File: config.mk
export PLATFORM = sky130hd
export DESIGN_NAME = ibuf_ram_mux
export DESIGN_NICKNAME = d
export VERILOG_FILES = /design/src/common/ibuf_mux_pkg.sv /design/src/hdl/port_select.sv /design/src/line_buffer/line_buffer.sv /design/src/hdl/read_return.sv /design/src/hdl/ibuf_ram_mux.sv
export SDC_FILE = /design/constraint.sdc
export NUM_CORES = 2
export LEC_CHECK = 0
export ABC_CLOCK_PERIOD_IN_PS = 4000
export BUFFER_PORTS_ARGS = -buffer_cell sky130_fd_sc_hd__buf_4
export CORE_MARGIN = 5
export CORE_UTILIZATION = 52
export CTS_BUF_LIST = sky130_fd_sc_hd__clkbuf_16
export DETAILED_ROUTE_END_ITERATION = 10
export PLACE_DENSITY = 0.66
export SETUP_SLACK_MARGIN = 0.3
export SYNTH_ARGS = -nofsm -noshare
export SYNTH_HDL_FRONTEND = slang
export SYNTH_SLANG_ARGS = --single-unit
File: constraint.sdc
create_clock -name clk -period 4 [get_ports clk]
set_clock_uncertainty 0.2 [all_clocks]
set_input_delay 0.2 -clock clk [delete_from_list [all_inputs] [get_ports clk]]
set_output_delay 0.2 -clock clk [all_outputs]
set_load 0.005 [all_outputs]
File: src/common/ibuf_mux_pkg.sv
/*
  shared widths and client tag for the two-client input buffer
  a line is WORDS_PER_LINE memory words, word 0 in the low bits
  WORD_SEL_W must equal $clog2(WORDS_PER_LINE)
*/
package ibuf_mux_pkg;

  // one narrow word as written by a client
  localparam int MEM_DATA_W = 32;

  // words returned together on a read
  localparam int WORDS_PER_LINE = 2;

  // low word address bits that pick the lane inside a line
  localparam int WORD_SEL_W = 1;

  // full read line
  localparam int LINE_W = MEM_DATA_W * WORDS_PER_LINE;

  typedef logic [MEM_DATA_W-1:0] mem_word_t;

  // word n sits at [n*MEM_DATA_W +: MEM_DATA_W]
  typedef logic [LINE_W-1:0] line_t;

  // which client issued a request
  // lidar is the default side of the select, so it takes the zero code
  typedef enum logic [0:0] {
    CLIENT_LIDAR = 1'b0,
    CLIENT_MAIN  = 1'b1
  } client_e;

endpackage

File: src/hdl/port_select.sv
/*
  request stage of the shared buffer
  choose_main picks one client; the other client's requests are dropped
  every accepted request is registered for exactly one cycle without back-pressure
*/
module port_select import ibuf_mux_pkg::*; #(
  parameter int LINE_ADDR_W = 6
) (
  input  logic                               clk,
  input  logic                               rst_n,
  input  logic                               choose_main,
  // main pipeline
  input  logic [LINE_ADDR_W+WORD_SEL_W-1:0]  main_wr_addr,
  input  logic                               main_wr_req,
  input  mem_word_t                          main_wr_data,
  input  logic [LINE_ADDR_W-1:0]             main_rd_addr,
  input  logic                               main_rd_req,
  // lidar pipeline
  input  logic [LINE_ADDR_W+WORD_SEL_W-1:0]  lidar_wr_addr,
  input  logic                               lidar_wr_req,
  input  mem_word_t                          lidar_wr_data,
  input  logic [LINE_ADDR_W-1:0]             lidar_rd_addr,
  input  logic                               lidar_rd_req,
  // registered requests toward the buffer
  output logic                               wr_req_q,
  output logic [LINE_ADDR_W+WORD_SEL_W-1:0]  wr_addr_q,
  output mem_word_t                          wr_data_q,
  output logic                               rd_req_q,
  output logic [LINE_ADDR_W-1:0]             rd_addr_q,
  output client_e                            rd_client_q
);

  localparam int WORD_ADDR_W = LINE_ADDR_W + WORD_SEL_W;

  logic                   sel_wr_req;
  logic [WORD_ADDR_W-1:0] sel_wr_addr;
  mem_word_t              sel_wr_data;
  logic                   sel_rd_req;
  logic [LINE_ADDR_W-1:0] sel_rd_addr;
  client_e                sel_client;

  // plain 2:1 select on the level
  assign sel_wr_req  = choose_main ? main_wr_req  : lidar_wr_req;
  assign sel_wr_addr = choose_main ? main_wr_addr : lidar_wr_addr;
  assign sel_wr_data = choose_main ? main_wr_data : lidar_wr_data;
  assign sel_rd_req  = choose_main ? main_rd_req  : lidar_rd_req;
  assign sel_rd_addr = choose_main ? main_rd_addr : lidar_rd_addr;
  assign sel_client  = choose_main ? CLIENT_MAIN  : CLIENT_LIDAR;

  // strobes
  always_ff @(posedge clk) begin
    if (!rst_n) begin
      wr_req_q <= 1'b0;
      rd_req_q <= 1'b0;
    end else begin
      wr_req_q <= sel_wr_req;
      rd_req_q <= sel_rd_req;
    end
  end

  // write payload only moves with a write
  always_ff @(posedge clk) begin
    if (sel_wr_req) begin
      wr_addr_q <= sel_wr_addr;
      wr_data_q <= sel_wr_data;
    end
  end

  // read address and owner tag frozen when the read is sampled
  always_ff @(posedge clk) begin
    if (sel_rd_req) begin
      rd_addr_q   <= sel_rd_addr;
      rd_client_q <= sel_client;
    end
  end

  // downstream counts on clean strobes once out of reset
  a_req_known: assert property (
    @(posedge clk) disable iff (!rst_n)
    !$isunknown({rd_req_q, wr_req_q})
  ) else $error("port_select request strobe unknown");

endmodule

File: src/line_buffer/line_buffer.sv
/*
  shared line buffer, word writes and whole-line reads
  read is synchronous and read-first: a same-edge write to the line is not seen
  storage has no reset, unwritten lines read back undefined
*/
module line_buffer import ibuf_mux_pkg::*; #(
  parameter int LINE_ADDR_W = 6
) (
  input  logic                               clk,
  input  logic                               rst_n,
  // word write port
  input  logic                               wr_req,
  input  logic [LINE_ADDR_W+WORD_SEL_W-1:0]  wr_addr,
  input  mem_word_t                          wr_data,
  // line read port
  input  logic                               rd_req,
  input  logic [LINE_ADDR_W-1:0]             rd_addr,
  input  client_e                            rd_client,
  // read result, one cycle after rd_req
  output line_t                              rd_line,
  output logic                               rd_strobe,
  output client_e                            rd_client_out
);

  localparam int WORD_ADDR_W = LINE_ADDR_W + WORD_SEL_W;
  localparam int LINE_COUNT  = 2 ** LINE_ADDR_W;

  logic [LINE_ADDR_W-1:0] wr_line;
  logic [WORD_SEL_W-1:0]  wr_lane;

  // upper bits pick the line, low bits the lane
  assign wr_line = wr_addr[WORD_ADDR_W-1:WORD_SEL_W];
  assign wr_lane = wr_addr[WORD_SEL_W-1:0];

  // one narrow RAM per lane
  // each lane writes only when addressed, all lanes read together
  for (genvar g = 0; g < WORDS_PER_LINE; g++) begin : g_lane
    mem_word_t lane_mem [LINE_COUNT];

    always_ff @(posedge clk) begin
      if (wr_req && (wr_lane == WORD_SEL_W'(g))) begin
        lane_mem[wr_line] <= wr_data;
      end
    end

    // nonblocking read of the array gives old data on a collision
    always_ff @(posedge clk) begin
      if (rd_req) begin
        rd_line[g*MEM_DATA_W +: MEM_DATA_W] <= lane_mem[rd_addr];
      end
    end
  end

  // strobe marks the cycle rd_line is fresh
  always_ff @(posedge clk) begin
    if (!rst_n) begin
      rd_strobe <= 1'b0;
    end else begin
      rd_strobe <= rd_req;
    end
  end

  // owner rides alongside the data
  always_ff @(posedge clk) begin
    if (rd_req) begin
      rd_client_out <= rd_client;
    end
  end

  // an X address would hit an unknown line, data silently lost
  a_wr_addr_known: assert property (
    @(posedge clk) disable iff (!rst_n)
    wr_req |-> !$isunknown(wr_addr)
  ) else $error("line_buffer write address unknown with wr_req high");

  a_rd_addr_known: assert property (
    @(posedge clk) disable iff (!rst_n)
    rd_req |-> !$isunknown({rd_addr, rd_client})
  ) else $error("line_buffer read address or tag unknown with rd_req high");

endmodule

File: src/hdl/read_return.sv
/*
  read return stage
  read_data goes to both clients while the valid pulse names the owner
  read_data has no reset and only changes when a line comes back
*/
module read_return import ibuf_mux_pkg::*; (
  input  logic    clk,
  input  logic    rst_n,
  input  line_t   rd_line,
  input  logic    rd_strobe,
  input  client_e rd_client,
  output line_t   read_data,
  output logic    main_read_valid,
  output logic    lidar_read_valid
);

  // hold the line until the next return
  always_ff @(posedge clk) begin
    if (rd_strobe) begin
      read_data <= rd_line;
    end
  end

  // decode tag into per-client pulse
  always_ff @(posedge clk) begin
    if (!rst_n) begin
      main_read_valid  <= 1'b0;
      lidar_read_valid <= 1'b0;
    end else begin
      main_read_valid  <= rd_strobe && (rd_client == CLIENT_MAIN);
      lidar_read_valid <= rd_strobe && (rd_client == CLIENT_LIDAR);
    end
  end

  // one owner per returned line
  a_one_owner: assert property (
    @(posedge clk) disable iff (!rst_n)
    !(main_read_valid && lidar_read_valid)
  ) else $error("read_return both client valids high");

endmodule

File: src/hdl/ibuf_ram_mux.sv
/*
  two-client input buffer, main and lidar share one RAM
  choose_main high selects main, low selects lidar; no back-pressure
  read latency is three cycles from sampling to the owner's valid pulse
*/
module ibuf_ram_mux import ibuf_mux_pkg::*; #(
  parameter int LINE_ADDR_W = 6
) (
  input  logic                               clk,
  input  logic                               rst_n,
  input  logic                               choose_main,
  // main pipeline
  input  logic [LINE_ADDR_W+WORD_SEL_W-1:0]  main_wr_addr,
  input  logic                               main_wr_req,
  input  mem_word_t                          main_wr_data,
  input  logic [LINE_ADDR_W-1:0]             main_rd_addr,
  input  logic                               main_rd_req,
  // lidar pipeline
  input  logic [LINE_ADDR_W+WORD_SEL_W-1:0]  lidar_wr_addr,
  input  logic                               lidar_wr_req,
  input  mem_word_t                          lidar_wr_data,
  input  logic [LINE_ADDR_W-1:0]             lidar_rd_addr,
  input  logic                               lidar_rd_req,
  // shared return
  output line_t                              read_data,
  output logic                               main_read_valid,
  output logic                               lidar_read_valid
);

  localparam int WORD_ADDR_W = LINE_ADDR_W + WORD_SEL_W;

  // request stage to buffer
  logic                   wr_req_q;
  logic [WORD_ADDR_W-1:0] wr_addr_q;
  mem_word_t              wr_data_q;
  logic                   rd_req_q;
  logic [LINE_ADDR_W-1:0] rd_addr_q;
  client_e                rd_client_q;

  // buffer to return stage
  line_t                  buf_rd_line;
  logic                   buf_rd_strobe;
  client_e                buf_rd_client;

  port_select #(
    .LINE_ADDR_W (LINE_ADDR_W)
  ) u_port_select (
    .clk           (clk),
    .rst_n         (rst_n),
    .choose_main   (choose_main),
    .main_wr_addr  (main_wr_addr),
    .main_wr_req   (main_wr_req),
    .main_wr_data  (main_wr_data),
    .main_rd_addr  (main_rd_addr),
    .main_rd_req   (main_rd_req),
    .lidar_wr_addr (lidar_wr_addr),
    .lidar_wr_req  (lidar_wr_req),
    .lidar_wr_data (lidar_wr_data),
    .lidar_rd_addr (lidar_rd_addr),
    .lidar_rd_req  (lidar_rd_req),
    .wr_req_q      (wr_req_q),
    .wr_addr_q     (wr_addr_q),
    .wr_data_q     (wr_data_q),
    .rd_req_q      (rd_req_q),
    .rd_addr_q     (rd_addr_q),
    .rd_client_q   (rd_client_q)
  );

  line_buffer #(
    .LINE_ADDR_W (LINE_ADDR_W)
  ) u_line_buffer (
    .clk           (clk),
    .rst_n         (rst_n),
    .wr_req        (wr_req_q),
    .wr_addr       (wr_addr_q),
    .wr_data       (wr_data_q),
    .rd_req        (rd_req_q),
    .rd_addr       (rd_addr_q),
    .rd_client     (rd_client_q),
    .rd_line       (buf_rd_line),
    .rd_strobe     (buf_rd_strobe),
    .rd_client_out (buf_rd_client)
  );

  read_return u_read_return (
    .clk              (clk),
    .rst_n            (rst_n),
    .rd_line          (buf_rd_line),
    .rd_strobe        (buf_rd_strobe),
    .rd_client        (buf_rd_client),
    .read_data        (read_data),
    .main_read_valid  (main_read_valid),
    .lidar_read_valid (lidar_read_valid)
  );

endmodule

==> flow_metrics.py <==
metrics = {
    "routing": {
        "detail_route.wl_per_cell_um": 35.4,
        "antenna_left": 0,
        "drt_iter0_drc": 11500,
        "vias_per_cell": 6.52,
        "vias": 78900,
        "wl_mm": 429,
        "first_pass_iters": 6,
        "drc": 0,
    },
    "setup_path": {
        "critical_path_class": "reg -> reg",
        "critPathCaptureType": "register",
        "cp_num_buf_inv": 3,
        "arrival_ns": 4.19,
        "cp_num_cells": 7,
        "cp_top_family": "compound AO/OA/AOI/OAI gates",
        "crit_path_frequent_cell": "buf_12",
        "required_ns": 4.62,
        "cp_slowest_cell": "a21oi_1",
        "startpoint_type": "register",
        "ff2ff_path_depth": 7,
        "worstPathCellList": "buf_12, buf_12, nand2b_2, buf_4, o221ai_1, a21oi_1, o22a_1",
        "worst_path_largest_cell_delay_ns": 0.97,
        "path_max_fanout": 19,
    },
    "clocking": {
        "cts_sinks": 4276,
        "cts_resized": 0,
        "htree_levels": 5,
        "worstSkewPairLatency_ns": 0.97,
        "postCtsSetupRepairBufs": 0,
        "path_clk_slew_ns": 0.06,
        "cts-root-buf": "clkbuf_16",
        "cts_tree": "built",
        "ctsLongestPathBuffers": 4,
        "cts_buffers": 426,
    },
    "place": {
        "pre_cts_slack_ns": 0.457,
        "gp_congestion": 0.822,
        "dp.cells": 11100,
        "placed_cell_area_sq_um": 171000,
        "portBuffers": 162,
        "dp_hpwl_mm": 244,
    },
    "min_path": {
        "hold_depth": 3,
        "worstHoldPathType": "in -> reg",
    },
    "synth": {
        "synth_common_cells": "edfxtp_1 (4271), mux4_2 (1021), o22ai_1 (364), clkbuf_1 (180), nor2_1 (138)",
        "synth_seq_cells": 4276,
        "synth_fp_nets": 6843,
        "synthesis.area_sq_um": 160000,
        "ys.warnings.count": 0,
        "synth_edf_count": 4271,
        "yosys.cell_count.top_type": "edfxtp_1",
        "yosysSeqAreaShare_pct": 80.1,
        "post-synth-top-area-fraction_pct": 80.1,
        "ys_types": 37,
        "async_flop_share_pct": 0,
        "synth_area_leaders": "edfxtp_1 (80%), mux4_2 (14%), o22ai_1 (1.4%), clkbuf_1 (0.42%), mux2i_1 (0.42%)",
        "synthFlopType": "edfxtp_1",
        "yosys.area.top_type": "edfxtp_1",
        "syn_area_per_cell_sq_um": 23.7,
        "synthCells": 6746,
    },
    "grt": {
        "grt_max_degree": 129,
        "grt_pass1_wl_mm": 604,
        "track_usage_pct": 26.8,
        "grt-ovfl-total": 0,
        "antenna_found_initial": 21,
        "grt_pass1_vias": 79200,
    },
    "timing": {
        "setup_viol": 0,
        "clock.fmax_mhz": 280,
        "finalMaxSlewViolations": 0,
        "setup_ws_ns": 0.430,
        "tightestPinTransition_ns": 1.23,
        "rsz0062_at_grt": "no",
        "timing.final.crit_share_pct": 89.2,
        "slew_headroom_pct": 18.3,
        "period_minus_slack_ns": 3.57,
        "setup_tns_ns": 0,
        "hold_viol_final": 0,
    },
    "die": {
        "die_w_um": 565,
        "die_h_um": 565,
        "io_pins": 163,
        "core.rowCount": 203,
        "initial_utilization_pct": 52.3,
        "coreArea_sq_um": 306000,
        "die-area_sq_um": 319000,
    },
    "run": {
        "cap_violations": 0,
    },
    "power": {
        "total_leakage_power_nw": 58.7,
        "finalPower_w": 0.101,
        "vdd_drop_max_mv": 0.444,
        "p_per_area_nw_per_um2": 540,
    },
    "finish": {
        "drive_gt1_share_pct": 31.3,
        "design_area_sq_um": 187000,
        "synthToLayoutAreaGrowth_pct": 16.4,
        "num-nets-final": 7712,
        "fin_cells": 12100,
    },
    "status": {
        "status": "completed",
    },
}
worst reg2reg max path: cells and delay by family (launching register included):
| family | cells | cell delay (ns) |
|---|---|---|
| AO/OA/AOI/OAI | 3 | 1.59 |
| buffers and inverters | 3 | 0.80 |
| flip-flops | 1 | 0.73 |
| AND/OR/NAND/NOR | 1 | 0.16 |
per-stage QoR:
stage	utilization [%]	hold WS (ns)
after global placement	55.7	0.204
after detailed placement	55.7	0.208
final	60.9	0.0441
after global routing	60.9	0.0416
after CTS	60.9	0.00377
after floorplan	-	0.0989
layout by cell type, fill, tap and decap left out, drive strengths merged, types with 4 or more instances in the layout:
cell / synthesis / routed
a211oi: 11 / 11
a21oi: 61 / 61
and2: 5 / 5
and3: 4 / 4
buf: 202 / 657
bufinv: 0 / 49
clkbuf: 180 / 430
clkinv: 0 / 201
clkinvlp: 0 / 10
dfxtp: 5 / 5
diode: 0 / 13
dlygate4sd3: 0 / 166
edfxtp: 4271 / 4271
inv: 12 / 115
mux2: 58 / 58
mux2i: 67 / 67
mux4: 1021 / 1021
nand2: 28 / 28
nand2b: 9 / 9
nand3: 10 / 10
nand3b: 7 / 7
nor2: 138 / 138
nor2b: 17 / 17
nor3: 58 / 58
nor4: 61 / 61
o21ai: 14 / 14
o221ai: 59 / 59
o22a: 61 / 61
o22ai: 364 / 364
or2: 4 / 4
what timing repair did:
| action | CTS | global route |
|---|---|---|
| hold buffers | 167 | 0 |
| setup endpoints to repair | 0 | 0 |
| endpoints found under the hold margin | 58 | 0 |
metal layers:
layer	share of wire [%]	vias up	global-route usage, %	wire length, um
li1	-	31000	-	-
met1	38	42500	38.8	164000
met2	48	4670	42.1	205000
met3	9.7	659	4.59	41400
met4	4.2	8	9.39	17800
met5	0.011	-	0	49
final cells by class:
cell class,instances,area (sq um)
antenna,13,32.5
clock inverter,363,3230
fill,20700,120000
sequential,4276,128000
inverter,12,45.0
tap,4100,5130
timing repair buffer,823,7980
multi-input combinational,2076,31000
clock buffer,430,10800
power by group:
part	internal [W]	switching (W)	total (W)
clock	0.0227	0.0169	0.0396
sequential	0.0507	0.000367	0.0510
combinational	0.00380	0.00622	0.0100
total	0.0772	0.0235	0.101
logic make-up (layout without fill, tap and decap cells):
| kind of cell | Yosys count | in the layout | synth area share (%) |
|---|---|---|---|
| AO/OA/AOI/OAI | 582 | 582 | 2.43 |
| flip-flops | 4276 | 4276 | 80.1 |
| other | 0 | 13 | 0 |
| multiplexers | 1146 | 1146 | 15.2 |
| AND/OR/NAND/NOR | 348 | 348 | 1.06 |
| buffers and inverters | 394 | 1628 | 1.21 |
worst paths after layout:
| kind | start | slack (ns) | endpoint |
|---|---|---|---|
| setup / recovery | u_port_select.rd_addr_q[1] | 0.43 | u_line_buffer.rd_line[1] |
| hold / removal | main_wr_addr[6] | 0.04 | u_port_select.wr_addr_q[6] |
| setup reg to reg | u_port_select.rd_addr_q[1] | 0.43 | u_line_buffer.rd_line[1] |
| hold reg to reg | u_line_buffer.rd_client_out | 0.22 | u_read_return.lidar_read_valid |
flip-flops by register name (all words and copies together), names as in the netlist, 6 cells and up:
register	cells
u_line_buffer.g_lane.lane_mem	4096
u_read_return.read_data	64
u_port_select.wr_data_q	32
u_port_select.rd_addr_q	6
u_port_select.wr_addr_q	7
u_line_buffer.rd_line	64
(Power assumes the default switching activity.)
